$ cat src/common/memPkg.sv
package memPkg;

    // structs carry the widest address, modules truncate to their ADDR_W
    localparam int MAX_ADDR_W = 32;

    typedef enum logic {
        opLoad,
        opStore
    } accessOp_e;

    // 2'b11 is not a legal size
    typedef enum logic [1:0] {
        lenByte,
        lenHalf,
        lenWord
    } accessLen_e;

    typedef enum logic [1:0] {
        sIdle,
        sFetch,
        sLoad,
        sStore
    } seqState_e;

    typedef enum logic [1:0] {
        srcNone,
        srcFetch,
        srcData
    } reqSrc_e;

    typedef struct packed {
        accessOp_e              op;
        accessLen_e             len;
        logic [MAX_ADDR_W-1:0]  addr;
        logic [31:0]            wdata;
    } dataReq_t;

    // fetches ride along as word loads tagged srcFetch
    typedef struct packed {
        reqSrc_e                src;
        accessOp_e              op;
        accessLen_e             len;
        logic [MAX_ADDR_W-1:0]  addr;
        logic [31:0]            wdata;
    } memReq_t;

    typedef struct packed {
        logic                   en;
        logic                   we;
        logic [MAX_ADDR_W-1:0]  addr;
        logic [7:0]             wdata;
    } ramCmd_t;

    function automatic logic [2:0] lenToBytes(input accessLen_e len);
        case (len)
            lenByte: lenToBytes = 3'd1;
            lenHalf: lenToBytes = 3'd2;
            default: lenToBytes = 3'd4;
        endcase
    endfunction

endpackage

$ cat src/reqArbiter.sv
`timescale 1ns/1ps

module reqArbiter
    import memPkg::*;
#(
    parameter int ADDR_W = 17
) (
    input  logic              clk,
    input  logic              rst,
    input  logic              fetchReq,
    input  logic [ADDR_W-1:0] fetchAddr,
    input  logic              dataReq,
    input  dataReq_t          dataIn,
    input  logic              seqIdle,
    output logic              grant,
    output memReq_t           grantReq
);

    logic              fetchPend;
    logic [ADDR_W-1:0] fetchAddrQ;
    logic              dataPend;
    dataReq_t          dataQ;
    logic              pickData;

    // data always goes first
    assign pickData = dataPend;
    assign grant    = seqIdle && (fetchPend || dataPend);

    always_comb begin
        if (pickData) begin
            grantReq.src   = srcData;
            grantReq.op    = dataQ.op;
            grantReq.len   = dataQ.len;
            grantReq.addr  = dataQ.addr;
            grantReq.wdata = dataQ.wdata;
        end else begin
            grantReq.src   = fetchPend ? srcFetch : srcNone;
            grantReq.op    = opLoad;
            grantReq.len   = lenWord;
            grantReq.addr  = MAX_ADDR_W'(fetchAddrQ);
            grantReq.wdata = '0;
        end
    end

    always_ff @(posedge clk) begin
        if (rst) begin
            fetchPend <= 1'b0;
            dataPend  <= 1'b0;
        end else begin
            // clear on grant first so a new strobe still lands
            if (grant && pickData) begin
                dataPend <= 1'b0;
            end
            if (grant && !pickData) begin
                fetchPend <= 1'b0;
            end
            if (fetchReq) begin
                fetchPend <= 1'b1;
            end
            if (dataReq) begin
                dataPend <= 1'b1;
            end
        end
    end

    always_ff @(posedge clk) begin
        if (fetchReq) begin
            fetchAddrQ <= fetchAddr;
        end
        if (dataReq) begin
            dataQ      <= dataIn;
            dataQ.addr <= MAX_ADDR_W'(dataIn.addr[ADDR_W-1:0]);
        end
    end

    // a client must wait for its done pulse before strobing again
    assert property (@(posedge clk) disable iff (rst) fetchReq |-> !fetchPend)
        else $error("fetch strobe into an occupied slot");

    assert property (@(posedge clk) disable iff (rst) dataReq |-> !dataPend)
        else $error("data strobe into an occupied slot");

    assert property (@(posedge clk) disable iff (rst)
        dataReq |-> dataIn.len inside {lenByte, lenHalf, lenWord})
        else $error("illegal access length on data request");

endmodule

$ cat config.mk
export PLATFORM = sky130hd
export DESIGN_NAME = reqArbiter
export DESIGN_NICKNAME = d
export VERILOG_FILES = /design/src/common/memPkg.sv /design/src/reqArbiter.sv
export SDC_FILE = /design/constraint.sdc
export NUM_CORES = 1
export LEC_CHECK = 0
export ABC_AREA = 0
export BUFFER_PORTS_ARGS = -buffer_cell sky130_fd_sc_hd__buf_4
export CORE_MARGIN = 5
export CORE_UTILIZATION = 37
export DETAILED_ROUTE_END_ITERATION = 10
export PLACE_DENSITY = 0.76
export SETUP_SLACK_MARGIN = 0.05
export SYNTH_ARGS = -nofsm -noshare
export SYNTH_HDL_FRONTEND = slang
export SYNTH_SLANG_ARGS = --single-unit
$ cat constraint.sdc
create_clock -name clk -period 1.35 [get_ports clk]
set_input_delay 0.405 -clock clk [delete_from_list [all_inputs] [get_ports clk]]
set_output_delay 0.405 -clock clk [all_outputs]
set_load 0.01 [all_outputs]
==> qor.yml <==
yosys:
  yosysWarnings: 0
  yosysTopAreaCell: "edfxtp_1"
  synth_area_sq_mm: 0.00275
  netlist_top_cells_area: "edfxtp_1 (75%), and2_1 (7.7%), mux2_2 (6.2%)"
  syn_area_per_cell_sq_um: 17.8
  synthCells: 154
  synth_top_area_frac: 0.755
  synth.distinct_cells: 16
  synth-seq-area-share: 0.769
  synth_seq_cells: 71
layout:
  fin_area_sq_mm: 0.00423
  layout_common_cells: "buf_4 (110), edfxtp_1 (69), and2_1 (34)"
  final_nets: 383
  syn2layout_area_growth_pct: 54.2
  drive_gt1_frac: 0.572
  utilization: 0.584
  final_common_cell: "buf_4"
  antenna_cells: 0
grt:
  grt-ovfl-total: 0
  grt_pass1_vias: 1747
  grt_pass1_wl_mm: 8.33
  antenna_found_initial: 0
  grt_max_degree: 33
  groute.usage.overall: 0.125
min_path:
  hold_path.class: "input port to flip-flop"
  min_from: "rst"
pwr:
  p_comb_frac: 0.147
  ir_drop_v: 0.000835
  p_clk_frac: 0.343
  power.total_mw: 5.20
  p_per_area_mw_per_mm2: 1230
  pwr-share-seq: 0.510
  switchingPower_mw: 1.09
  power.internal_mw: 4.10
  cellLeakagePower_nw: 1.82
  switching_share: 0.211
clock_tree:
  holdBufCountCts: 0
  cts-buffers-inserted: 9
  htree_num_levels: 3
  cts_max_path_buffers: 2
  cts_tree: "done"
  cts.sinks: 71
  clk_latency_ps: 330
  clk_pin_slew_ps: 70
  cts-root-buf: "clkbuf_8"
floorplan:
  start_util: 0.378
  io_pins: 159
  rows: 31
  die_h_um: 96.1
  coreArea_sq_mm: 0.00725
  die_x_um: 96.1
  die_area_sq_mm: 0.00924
timing:
  fin_crit_sh: 1.28
  slew_viol_final: 0
  setup_viol: 55
  finalWorstSetupSlack_ps: -373
  fin_tns_setup_ps: -18530
  min_period_ps: 1720
  hold_ws_ps: 229
  timing.fmax_mhz: 580
  fin_worst_skew_ps: 0.590
  hold_viol_final: 0
  rsz0062_at_grt: "yes"
route:
  vias_per_cell: 4.33
  drt-wirelength-per-cell_um: 15.0
  vias: 1725
  drt_first_pass_iters: 3
  ant_nets: 0
  drt_iter0_drc: 66
  wl_mm: 5.98
  drc: 0
worst_setup_path:
  crit_path_end_kind: "output port"
  worstPathMaxFanout: 6
  crit_type: "flip-flop to output port"
  start_kind: "flip-flop"
  r2r_start: "dataPend"
  cp.arrival_ps: 1320
  worst_ep_required_time_ps: 950
  critPathLaunch: "dataPend"
place:
  gp_congestion: 0.719
  port_buffers: 128
  hpwl_mm: 4.28
  place_area_sq_mm: 0.00380
run_status:
  violations: "negative setup slack"
  outcome: "finished, violations left"
run:
  cap_violations: 0
==> metal layers <==
metal	share of wire	global-route usage	up-vias
met5	0	0	-
met4	0.022	0.0770	0
met3	0.12	0.0571	13
met2	0.52	0.212	92
met1	0.34	0.122	821
li1	-	-	799
==> worst paths after layout <==
check	endpoint	slack, ps	depth (start not counted)
worst max register to register	fetchPend	350	4
worst min-delay path	fetchPend	230	2
worst max-delay path	grantReq[40]	-370	3
worst min register to register	fetchPend	550	2
==> synth_stat cells, drive strengths merged <==
master	count
edfxtp	69
buf	22
and2	34
dfxtp	2
a21oi	1
nand2b	2
mux2	17
o21a	1
conb	1
inv	1
a211oi	1
nor2	2
nor2b	1
==> per-stage QoR <==
stage                     instances  worst slack [ps]
after CTS                       395              -445
after detailed placement        379             -69.7
final                           398              -373
after global routing            398              -419
after floorplan                 168              68.5
after global placement          379             -62.7
==> critical path: stages (launching register included) <==
cell       delay [ps]
dfxtp_4           390
clkbuf_16         160
mux2_4            300
buf_6             120
==> power by group through the flow <==
stage,clock network [mW],registers (mW),logic (mW)
2_1_floorplan,0,2.68,0.269
3_3_place_gp,0,2.68,0.647
3_5_place_dp,0,2.70,0.659
4_1_cts,1.85,2.65,0.671
5_1_grt,1.95,2.66,0.823
6_report,1.78,2.65,0.766
==> state kept, by name, indices dropped and copies added, names as in the netlist <==
name and count:
dataPend 1, fetchAddrQ 17, fetchPend 1, dataQ 52
==> layout make-up <==
type,count,area [sq um]
Inverter,1,3.75
Sequential cell,71,2120
Clock inverter,7,87.6
Clock buffer,9,124
Fill cell,586,3020
Tap cell,99,124
Multi-Input combinational cell,74,583
Timing Repair Buffer,137,1200
==> cell families (layout without fill, tap and decap cells) <==
logic type      Yosys count  after routing  share of synthesized area
compound gates            3              3                    0.00911
other cells               1             15                    0.00137
mux                      17             17                     0.0725
buf+inv                  23            154                     0.0606
simple gates             39             39                     0.0871
flops                    71             71                      0.769
==> timing repair <==
action	4_1_cts	5_1_grt
gates cloned	0	2
setup buffers	0	1
pin swaps	0	1
setup endpoints to repair	55	55
resized for setup	5	38
Power figures use the tool's default switching activity.
