[src/common/memPkg.sv]
package memPkg;

    // structs carry the widest address, modules truncate to their ADDR_W
    localparam int MAX_ADDR_W = 32;

    typedef enum logic {
        opLoad,
        opStore
    } accessOp_e;

    // 2'b11 is not a legal size
    typedef enum logic [1:0] {
        lenByte,
        lenHalf,
        lenWord
    } accessLen_e;

    typedef enum logic [1:0] {
        sIdle,
        sFetch,
        sLoad,
        sStore
    } seqState_e;

    typedef enum logic [1:0] {
        srcNone,
        srcFetch,
        srcData
    } reqSrc_e;

    typedef struct packed {
        accessOp_e              op;
        accessLen_e             len;
        logic [MAX_ADDR_W-1:0]  addr;
        logic [31:0]            wdata;
    } dataReq_t;

    // fetches ride along as word loads tagged srcFetch
    typedef struct packed {
        reqSrc_e                src;
        accessOp_e              op;
        accessLen_e             len;
        logic [MAX_ADDR_W-1:0]  addr;
        logic [31:0]            wdata;
    } memReq_t;

    typedef struct packed {
        logic                   en;
        logic                   we;
        logic [MAX_ADDR_W-1:0]  addr;
        logic [7:0]             wdata;
    } ramCmd_t;

    function automatic logic [2:0] lenToBytes(input accessLen_e len);
        case (len)
            lenByte: lenToBytes = 3'd1;
            lenHalf: lenToBytes = 3'd2;
            default: lenToBytes = 3'd4;
        endcase
    endfunction

endpackage

[src/memCtrl/memCtrl.sv]
`timescale 1ns/1ps

module memCtrl
    import memPkg::*;
#(
    parameter int ADDR_W = 17
) (
    input  logic        clk,
    input  logic        rst,
    input  logic        ioBufferFull,
    input  logic        grant,
    input  memReq_t     grantReq,
    output logic        seqIdle,
    output reqSrc_e     owner,
    output ramCmd_t     ramCmd,
    input  logic [7:0]  ramRdata,
    output logic        fetchDone,
    output logic [31:0] fetchInst,
    output logic        dataDone,
    output logic [31:0] dataOut
);

    seqState_e         state;
    memReq_t           req;
    logic [2:0]        idx;
    logic [1:0]        capIdx;
    logic              rdPend;
    logic [31:0]       asmWord;
    logic [31:0]       readWord;
    logic [2:0]        nBytes;
    logic [ADDR_W-1:0] byteAddr;
    logic              isRead;
    logic              issue;
    logic              readDone;
    logic              storeDone;

    assign seqIdle  = (state == sIdle);
    assign isRead   = (state == sFetch) || (state == sLoad);
    assign nBytes   = lenToBytes(req.len);
    assign byteAddr = req.addr[ADDR_W-1:0] + ADDR_W'(idx);

    // one byte per unstalled cycle until all are out
    assign issue = !seqIdle && !ioBufferFull && (idx < nBytes);

    assign readDone  = isRead && !ioBufferFull && rdPend && (idx == nBytes);
    assign storeDone = (state == sStore) && !ioBufferFull && (idx == nBytes - 3'd1);

    always_comb begin
        ramCmd.en    = issue;
        ramCmd.we    = (state == sStore);
        ramCmd.addr  = MAX_ADDR_W'(byteAddr);
        ramCmd.wdata = req.wdata[{idx[1:0], 3'b000} +: 8];
    end

    // last byte comes straight from the RAM, lanes past the length are zeroed
    always_comb begin
        readWord = asmWord;
        readWord[{capIdx, 3'b000} +: 8] = ramRdata;
        for (int b = 0; b < 4; b++) begin
            if (3'(b) >= nBytes) begin
                readWord[b*8 +: 8] = 8'h00;
            end
        end
    end

    assign fetchDone = readDone && (state == sFetch);
    assign dataDone  = (readDone && (state == sLoad)) || storeDone;
    assign fetchInst = readWord;
    assign dataOut   = readWord;

    always_ff @(posedge clk) begin
        if (rst) begin
            state  <= sIdle;
            owner  <= srcNone;
            idx    <= 3'd0;
            rdPend <= 1'b0;
        end else begin
            case (state)
                sIdle: begin
                    if (grant) begin
                        owner  <= grantReq.src;
                        idx    <= 3'd0;
                        rdPend <= 1'b0;
                        if (grantReq.src == srcFetch) begin
                            state <= sFetch;
                        end else if (grantReq.op == opStore) begin
                            state <= sStore;
                        end else begin
                            state <= sLoad;
                        end
                    end
                end
                sFetch, sLoad: begin
                    if (ioBufferFull) begin
                        // frozen read is dropped and asked for again
                        if (rdPend) begin
                            idx    <= {1'b0, capIdx};
                            rdPend <= 1'b0;
                        end
                    end else if (readDone) begin
                        state  <= sIdle;
                        owner  <= srcNone;
                        rdPend <= 1'b0;
                    end else begin
                        idx    <= idx + 3'd1;
                        rdPend <= issue;
                    end
                end
                sStore: begin
                    if (!ioBufferFull) begin
                        if (storeDone) begin
                            state <= sIdle;
                            owner <= srcNone;
                        end else begin
                            idx <= idx + 3'd1;
                        end
                    end
                end
                default: begin
                    state <= sIdle;
                    owner <= srcNone;
                end
            endcase
        end
    end

    always_ff @(posedge clk) begin
        if (seqIdle && grant) begin
            req <= grantReq;
        end
        if (issue) begin
            capIdx <= idx[1:0];
        end
        if (isRead && !ioBufferFull && rdPend) begin
            asmWord[{capIdx, 3'b000} +: 8] <= ramRdata;
        end
    end

    // every completion hands the sequencer back
    assert property (@(posedge clk) disable iff (rst) (fetchDone || dataDone) |=> seqIdle)
        else $error("sequencer not idle after a done pulse");

    // a stall freezes a busy sequencer in place
    assert property (@(posedge clk) disable iff (rst)
        ioBufferFull && !seqIdle |=> $stable(state))
        else $error("sequencer state moved during stall");

endmodule

[config.mk]
export PLATFORM = sky130hd
export DESIGN_NAME = memCtrl
export DESIGN_NICKNAME = d
export VERILOG_FILES = /design/src/common/memPkg.sv /design/src/memCtrl/memCtrl.sv
export SDC_FILE = /design/constraint.sdc
export NUM_CORES = 1
export LEC_CHECK = 0
export ABC_CLOCK_PERIOD_IN_PS = 6100
export BUFFER_PORTS_ARGS = -buffer_cell sky130_fd_sc_hd__buf_2
export CAP_MARGIN = 20
export CORE_ASPECT_RATIO = 0.7
export CORE_MARGIN = 5
export CORE_UTILIZATION = 53
export CTS_CLUSTER_DIAMETER = 80
export DETAILED_ROUTE_END_ITERATION = 8
export GPL_TIMING_DRIVEN = 1
export PLACE_DENSITY = 0.83
export SLEW_MARGIN = 5
export SYNTH_ARGS = -nofsm -noshare
export SYNTH_HDL_FRONTEND = slang
export SYNTH_SLANG_ARGS = --single-unit
[constraint.sdc]
create_clock -name clk -period 6.1 [get_ports clk]
set_input_delay 0.915 -clock clk [delete_from_list [all_inputs] [get_ports clk]]
set_output_delay 0.915 -clock clk [all_outputs]
set_load 0.01 [all_outputs]
==> results of run 1 <==
-- kinds of logic after synthesis --
family,Yosys count,synth area share
and+or+nand+nor,130,0.143
buffers and inverters,99,0.115
DFF,93,0.555
AOI/OAI and AO/OA,52,0.0594
adders and majority gates,20,0.0527
xor gates and xnor gates,17,0.0305
muxes,11,0.0433
other,1,0.000767
-- metal layers --
layer,vias up,track usage
li1,1649,-
met1,1584,0.221
met2,130,0.317
met3,11,0.0573
met4,0,0.0465
met5,-,0
-- registers in the layout, indices dropped and copies added, names as in the netlist --
register,count
req,51
asmWord,32
idx,3
capIdx,2
owner,2
state,2
rdPend,1
-- cell usage after synthesis, drive strengths merged (2+ instances only) --
library cell / number
a21o: 2
a21oi: 7
and2: 19
and4: 2
buf: 52
clkbuf: 3
dfxtp: 8
edfxtp: 85
ha: 19
inv: 44
mux2i: 2
mux4: 8
nand2: 49
nand2b: 4
nand3: 12
nand4: 2
nor2: 10
nor2b: 18
nor3: 3
nor4b: 2
o21ai: 38
or2: 2
xnor2: 11
xor2: 6
-- tightest hold or removal path: stages, from the launching register on --
cell	delay [ps]
dfxtp_1	310
nand2_1	50
a21oi_1	50
-- metrics by stage --
step	total power [mW]	setup slack [ps]	std cells	utilization
finish	2.10	2380	685	0.644
global route	2.22	2130	685	0.644
CTS	2.12	2160	684	0.643
detailed placement	1.57	2550	668	0.610
global placement	1.53	2620	668	0.610
floorplan	1.38	3180	437	-
-- final timing paths --
check,from,end,slack [ps],cells past startpoint
max,idx[0],ramCmd[21],2380,7
min reg2reg,owner[1],owner[1],450,2
max reg2reg,req[65],state[1],3460,10
min,owner[1],owner[1],450,2
-- power by group through the flow --
stage	Clock (mW)	Combinational [mW]	Sequential (mW)
2_1_floorplan	0	0.493	0.886
3_3_place_gp	0	0.639	0.894
3_5_place_dp	0	0.662	0.903
4_1_cts	0.566	0.666	0.890
5_1_grt	0.596	0.724	0.902
6_report	0.556	0.658	0.891
-- layout make-up --
| cell class | count | area (µm²) | area share |
|---|---|---|---|
| multi-input combinational | 245 | 1660 | 0.286 |
| timing repair buffer | 163 | 818 | 0.141 |
| clock inverter | 6 | 71.3 | 0.0123 |
| tap | 124 | 155 | 0.0267 |
| inverter | 44 | 165 | 0.0284 |
| sequential | 93 | 2710 | 0.467 |
| clock buffer | 10 | 229 | 0.0394 |
==> metrics, run 1 <==
CTS Buffer Depth 2; GP Congestion ~0.8; cell taking the most area after synthesis edfxtp_1; Setup violations, final 0; Synth top area share 0.522; # port buffers ~160; TritonRoute pass-1 iters 4; vias in the first global route 3367; num rows 29; # nets final ~660; dpl hpwl between 8 and 9 mm; RSZ-0062 raised after global routing false; CTS root buf clkbuf_16; residual DRC count 0; max-slew violations 0; Fillers a little under 700; clock-pin transition on the worst setup and hold timing paths ~60 ps; Post-synth EDFFs 85; met3 wire len roughly 800 µm; chip height 90.3 µm; Hold Vio Cnt, Final 0; sequential share of the synthesized area 0.555; design area about 5800 µm²; die area between 10000 and 15000 µm²; largest net degree at the start of global routing 52; first-pass GRT wire length roughly 17 mm; max-cap viol count 0; fin crit share 0.610; Netlist cell types 47; M1 wire length roughly 4.3 mm; CP Launch Type flop; part of the power in registers 0.423; Sw Pwr approximately 700 µW; setup TNS 0 ps; total number of vias 3374; Worst Setup End Kind output port; Die Width 125 µm; final antenna-violating net count 0; insertion delay to the later sink of the worst-skew pair approximately 340 ps; CP Class flop to output port; Async SR Flop Fraction 0; slew margin rel. 0.320; Top-Level Pins around 190; Logic pwr share 0.313; Initial DRC Count 222; Bufs and invs on worst path 1; CP cell instances ha_1 -> a21oi_1 -> o21ai_0 -> nor2b_1 -> nand3_1 -> xnor2_1 -> buf_2; cts bufs inserted 9; Worst Path Max Fanout 13; routed wire length per instance about 15 µm; core area about 9000 µm²; hold_ws approximately 450 ps; Static Leakage around 2.5 nW; Area growth, synth to finish 19.0%; gr ovfl total 0; Syn. warnings 0; slowest CP cell dfxtp_1; antenna cells 0; Critical Path RT between 5000 and 6000 ps; Internal Pwr Total between 1 and 1.5 mW; crit path DAT around 2800 ps; routed wl met2 between 5 and 6 mm; hold_buf cts 0; htree depth 3; Clock Power Share 0.264; Main synth FF type edfxtp_1; status finished, final reports clean; Mapped Cells approximately 420; HP Class flop to flop; final wirelength roughly 10 mm; initial core utilization 0.541; Slew @ Worst Pin a little over 1000 ps; GRT Util Overall 0.182; commonest non-fill, non-tap cell in the layout buf_2; Peak VDD IR between 200 and 300 µV; initial antenna violation count 0; Final Skew 8.30 ps; Max Used Layer met4; drt via density around 5; most frequent cells in the layout 161 x buf_2, 85 x edfxtp_1, 49 x nand2_1; final worst path period need 3720 ps; flops & latches, synth slightly above 90; layout cells sized above 1 0.349; Cell Area, Placed approximately 5500 µm²; CP top delay family flip-flops; achievable frequency 269 MHz; power density cells between 300 and 400 nW/µm²; Area contributors post-synth edfxtp_1 52%, buf_4 7.5%, ha_1 4.9%; Setup Buffers After CTS 0; CP max stage delay a little under 800 ps; synthesized area between 4000 and 5000 µm²; post-cts sizing count 0; syn_area_per_cell 11.6 µm²; CTS sink cnt 93; TritonCTS clock tree built; Sw Share 0.328
Power figures use the tool's default switching activity.
==> run 2, diff against run 1 <==
- ABC_CLOCK_PERIOD_IN_PS: 6100 -> 3500
- CORE_UTILIZATION: 53 -> 49
- PLACE_DENSITY: 0.83 -> 0.77
- clock period: 6.1 -> 3.5 ns (I/O delays scaled with it)
==> run 2 against run 1 <==
- core utilization is 4.2 points lower
- register-to-register slack worse by 2600 ps
- clock-buffer cell count down 1
- highest routed layer unchanged
==> metrics, run 2 (same netlist as run 1, synthesis figures left out) <==
antenna cells 0; design area 5840 µm²; initial antenna violation count 0; R2R setup slack between 800 and 900 ps; total number of vias roughly 3400; max-cap viol count 0; Die Width roughly 130 µm; CP Class flop to output port; FF-to-FF Start req[65]; CTS sink cnt 93; final wirelength 10.6 mm; vias in the first global route between 3000 and 4000; commonest non-fill, non-tap cell in the layout buf_2; met1 GRT Util 0.230; Slew @ Worst Pin roughly 1000 ps; non-filler cells, final approximately 690; Top-Level Pins approximately 190; Worst Path Max Fanout 8; slew margin rel. 0.329; die area about 12000 µm²; Fillers roughly 770; Final Skew about 9.5 ps; Cell Area, Placed 5550 µm²; layout cells sized above 1 0.354; GP Congestion about 0.8; gr busiest metal met2; clock-pin transition on the worst setup and hold timing paths ~70 ps; cts bufs inserted 9; FF-to-FF End state[1]; drt via density around 4.9; setup TNS 0 ps; residual DRC count 0; htree depth 3; Setup crit end fetchInst[31]; routed wire length per instance 15.3 µm; num rows 30; CTS root buf clkbuf_16; Worst Setup End Kind output port; core area approximately 9700 µm²; Critical Path RT a little under 3000 ps; most frequent cells in the layout 161 x buf_2, 85 x edfxtp_1, 49 x nand2_1; number of placed instances, taps included between 600 and 700; Setup Buffers After CTS 0; dpl hpwl around 8.2 mm; chip height 93.6 µm; depth of the most critical reg-to-reg path 10; CP Launch Type flop; Initial DRC Count 177; met2 usage 0.290; achievable frequency around 330 MHz; fin crit share 0.869; hold_buf cts 0; CTS Buffer Depth 2; largest registers req (51), asmWord (32), idx (3); status finished, final reports clean; largest net degree at the start of global routing 52; Setup violations, final 0; initial core utilization 0.503; crit path DAT 2520 ps; # nets final between 600 and 700; final antenna-violating net count 0; TritonRoute pass-1 iters 4; gr ovfl total 0; TritonCTS clock tree built; Critical path origin capIdx[0]; power density cells just over 600 nW/µm²; Area growth, synth to finish 19.6%; insertion delay to the later sink of the worst-skew pair ~340 ps; RSZ-0062 raised after global routing false; final worst path period need 3040 ps; max-slew violations 0; Peak VDD IR around 320 µV; Largest register FFs 51; # port buffers 161; HP Class primary input to flop; Hold Vio Cnt, Final 0; global routing usage on met3 0.0514; post-cts sizing count 0; GRT Util Overall 0.178; largest reg by FF count req; Static Leakage between 2 and 3 nW; first-pass GRT wire length 16.7 mm
[run 2: changes by cell type in the layout (fill, tap and decap cells not counted)]
cell	before	now
inv_8	1	2
clkbuf_2	1	0
clkbuf_1	1	0
buf_4	1	6
clkinv_1	0	1
clkinv_8	0	1
clkinv_2	1	0
bufinv_16	1	0
[run 2: worst min path at each step]
stage,cells after the start,start,slack (ps),endpoint
floorplan,0,idx[0],460,capIdx[0]
CTS,1,grantReq[5],340,req[5]
detailed placement,2,owner[0],450,owner[0]
global placement,2,owner[1],440,owner[1]
finish,1,grantReq[5],350,req[5]
global route,1,grantReq[5],330,req[5]
[run 2: layout make-up]
class | count | area, µm² | share of cell area
Clock buffer | 9 | 225 | 0.0385
Clock inverter | 7 | 67.6 | 0.0116
Inverter | 44 | 165 | 0.0283
Multi-Input combinational cell | 245 | 1660 | 0.285
Sequential cell | 93 | 2710 | 0.464
Tap cell | 128 | 160 | 0.0274
Timing Repair Buffer | 167 | 851 | 0.146
[run 2: metrics by stage]
step / utilization / total power, mW / hold WS [ps] / setup slack, ps
final: 0.601 / 3.65 / 354 / 458
after global routing: 0.601 / 3.86 / 330 / 240
after CTS: 0.601 / 3.68 / 338 / 434
after detailed placement: 0.571 / 2.74 / 448 / 800
after global placement: 0.571 / 2.69 / 435 / 873
after floorplan: - / 2.40 / 457 / 969
[run 2: report_power, final]
group | internal [mW] | leakage [nW] | switching [mW]
logic | 0.458 | 1.56 | 0.710
clock network | 0.499 | 0.140 | 0.440
registers | 1.45 | 0.862 | 0.0869
total | 2.41 | 2.56 | 1.24
[run 2: per-layer routing]
layer  part of all wire  up-vias  wire length (µm)
li1                   -     1654                 -
met1               0.42     1587              4420
met2               0.48      125              5110
met3              0.084       14               893
met4              0.014        0               148
met5                  0        -                 0
[run 2: critical path, stage by stage, from the launching register on]
cell	delay, ps
edfxtp_1	480
inv_1	190
ha_1	300
nor4b_2	610
nand2_1	110
o21ai_0	160
and2_1	190
buf_2	130
==> run 3, diff against run 2 <==
- ABC_CLOCK_PERIOD_IN_PS: 3500 -> 3600
- CORE_UTILIZATION: 49 -> 53
- PLACE_DENSITY: 0.77 -> 0.83
- SETUP_SLACK_MARGIN: unset -> 0.4
- clock period: 3.5 -> 3.6 ns (I/O delays scaled with it)
==> run 3 against run 2 <==
- critical path depth rose by 1
- via count increased by 1.7%
- highest routed layer unchanged
- combinational power is essentially flat
- critical path type unchanged
- clock power is 11% higher
- hold slack gained 17 ps
- register-to-register slack gained 90 ps
- cell count fell by 0.58%
- core utilization grew 5.1 points
==> metrics, run 3 (same netlist as run 1, synthesis figures left out) <==
status finished, final reports clean; slew margin rel. 0.324; part of the power in registers 0.407; Logic pwr share 0.312; final wirelength 10.9 mm; slowest CP cell edfxtp_1; num rows 29; Setup violations, final 0; # nets final about 660; Internal Pwr Total 2.48 mW; Layout Utilization 0.652; core area 9030 µm²; antenna cells 0; Area growth, synth to finish 20.6%; Static Leakage around 2.6 nW; Fillers between 700 and 800; largest reg by FF count req; CP top delay family buffers and inverters; chip height between 90 and 100 µm; htree depth 3; setup TNS 0 ps; HP Class primary input to flop; Bufs and invs on worst path 3; largest registers req (51), asmWord (32), idx (3); GP Congestion about 0.80; Worst Path Max Fanout 9; # port buffers around 160; Final Skew 7.20 ps; final worst path period need 3090 ps; CTS Buffer Depth 2; Largest register FFs 51; CTS sink cnt between 90 and 100; Final Power approximately 3.7 mW; initial antenna violation count 0; residual DRC count 0; Sw Share 0.326; GRT Util Overall 0.195; CP Launch Type flop; vias in the first global route approximately 3600; Initial DRC Count 300; layout cells sized above 1 0.356; die area around 11000 µm²; Critical Path RT around 3000 ps; CP cell instances inv_1 -> ha_1 -> nor4bb_1 -> buf_4 -> nand2_1 -> o21ai_0 -> nor2b_1 -> buf_2; largest net degree at the start of global routing 52; most frequent cells in the layout 161 x buf_2, 85 x edfxtp_1, 49 x nand2_1; power density cells 624 nW/µm²; drt via density around 5; CTS root buf clkbuf_16; Worst Setup End Kind output port; fin crit share 0.858; max-slew violations 0; dpl hpwl around 8.2 mm; TritonRoute pass-1 iters 5; non-filler cells, final between 600 and 700; crit path DAT approximately 2600 ps; CP max stage delay around 500 ps; Peak VDD IR approximately 450 µV; worst setup margin 513 ps; TritonCTS clock tree built; insertion delay to the later sink of the worst-skew pair 340 ps; achievable frequency around 320 MHz; gr ovfl total 0; CP Class flop to output port; Hold Vio Cnt, Final 0; RSZ-0062 raised after global routing true; hold_buf cts 0; routed wire length per instance about 16 µm; setup slack at placement between 700 and 800 ps; max-cap viol count 0; commonest non-fill, non-tap cell in the layout buf_2; Slew @ Worst Pin roughly 1000 ps; Top-Level Pins 192; final antenna-violating net count 0; clock-pin transition on the worst setup and hold timing paths approximately 70 ps; total number of vias 3439; first-pass GRT wire length ~18 mm; initial core utilization 0.541; Clock Power Share 0.282; number of placed instances, taps included around 670; cts bufs inserted 9; Sw Pwr about 1.2 mW; Die Width ~120 µm
==> run 3: cell types whose count changed in the layout (fill, tap and decap cells not counted) <==
| cell | delta |
|---|---|
| bufinv_16 | +2 |
| clkinv_4 | -1 |
| clkinv_8 | -1 |
| clkinvlp_4 | -1 |
| inv_6 | +2 |
| inv_8 | -1 |
| nor3_1 | -1 |
| nor3_4 | +1 |
| nor4b_2 | -1 |
| nor4b_4 | +1 |
==> run 3: layout make-up <==
type                    instances  area [µm²]  area share
clock buffers                   9         225      0.0382
clock inverters                 7         101      0.0172
inverters                      44         165      0.0280
multi-input cells             245        1680       0.286
flip-flops and latches         93        2710       0.460
well taps                     124         155      0.0263
repair buffers                167         851       0.144
==> run 3: stage by stage <==
| step | instance area, µm² | hold slack (ps) |
|---|---|---|
| detailed placement | 5540 | 459 |
| finish | 5890 | 371 |
| global route | 5890 | 350 |
| CTS | 5870 | 358 |
| global placement | 5540 | 439 |
| floorplan | 4940 | 457 |
==> run 3: repair_timing <==
item / CTS / global route
resized for setup: 1 / 2
setup endpoints to repair: 10 / 18
pin swaps: 0 / 1
setup buffers: 0 / 1
==> run 3: metal layers <==
| metal | GRT usage | up-vias | wire length [µm] |
|---|---|---|---|
| met3 | 0.0644 | 9 | 895 |
| met2 | 0.336 | 139 | 5590 |
| met1 | 0.234 | 1629 | 4290 |
| li1 | - | 1662 | - |
| met5 | 0 | - | 0 |
| met4 | 0.0584 | 0 | 110 |
==> run 3: power by group through the flow <==
| stage | clock (mW) | sequential (mW) | combinational, mW |
|---|---|---|---|
| floorplan | 0 | 1.50 | 0.835 |
| global placement | 0 | 1.50 | 1.10 |
| detailed placement | 0 | 1.52 | 1.14 |
| CTS | 1.06 | 1.50 | 1.15 |
| global route | 1.11 | 1.51 | 1.27 |
| finish | 1.04 | 1.49 | 1.15 |
==> run 3: worst paths after layout <==
kind | to | cells past startpoint | startpoint | slack, ps
max reg2reg | state[1] | 10 | req[65] | 960
min reg2reg | owner[1] | 2 | owner[1] | 460
max | fetchInst[16] | 8 | capIdx[0] | 510
min | req[22] | 1 | grantReq[22] | 370
==> run 3: worst register-to-register path: stages (launching register included) <==
cell and delay, ps:
edfxtp_1 450, nor2_1 180, inv_1 170, ha_1 220
inv_1 50, ha_1 230, xnor2_1 160, nor4_4 340
o221ai_2 240, or3b_1 410, a21oi_2 130
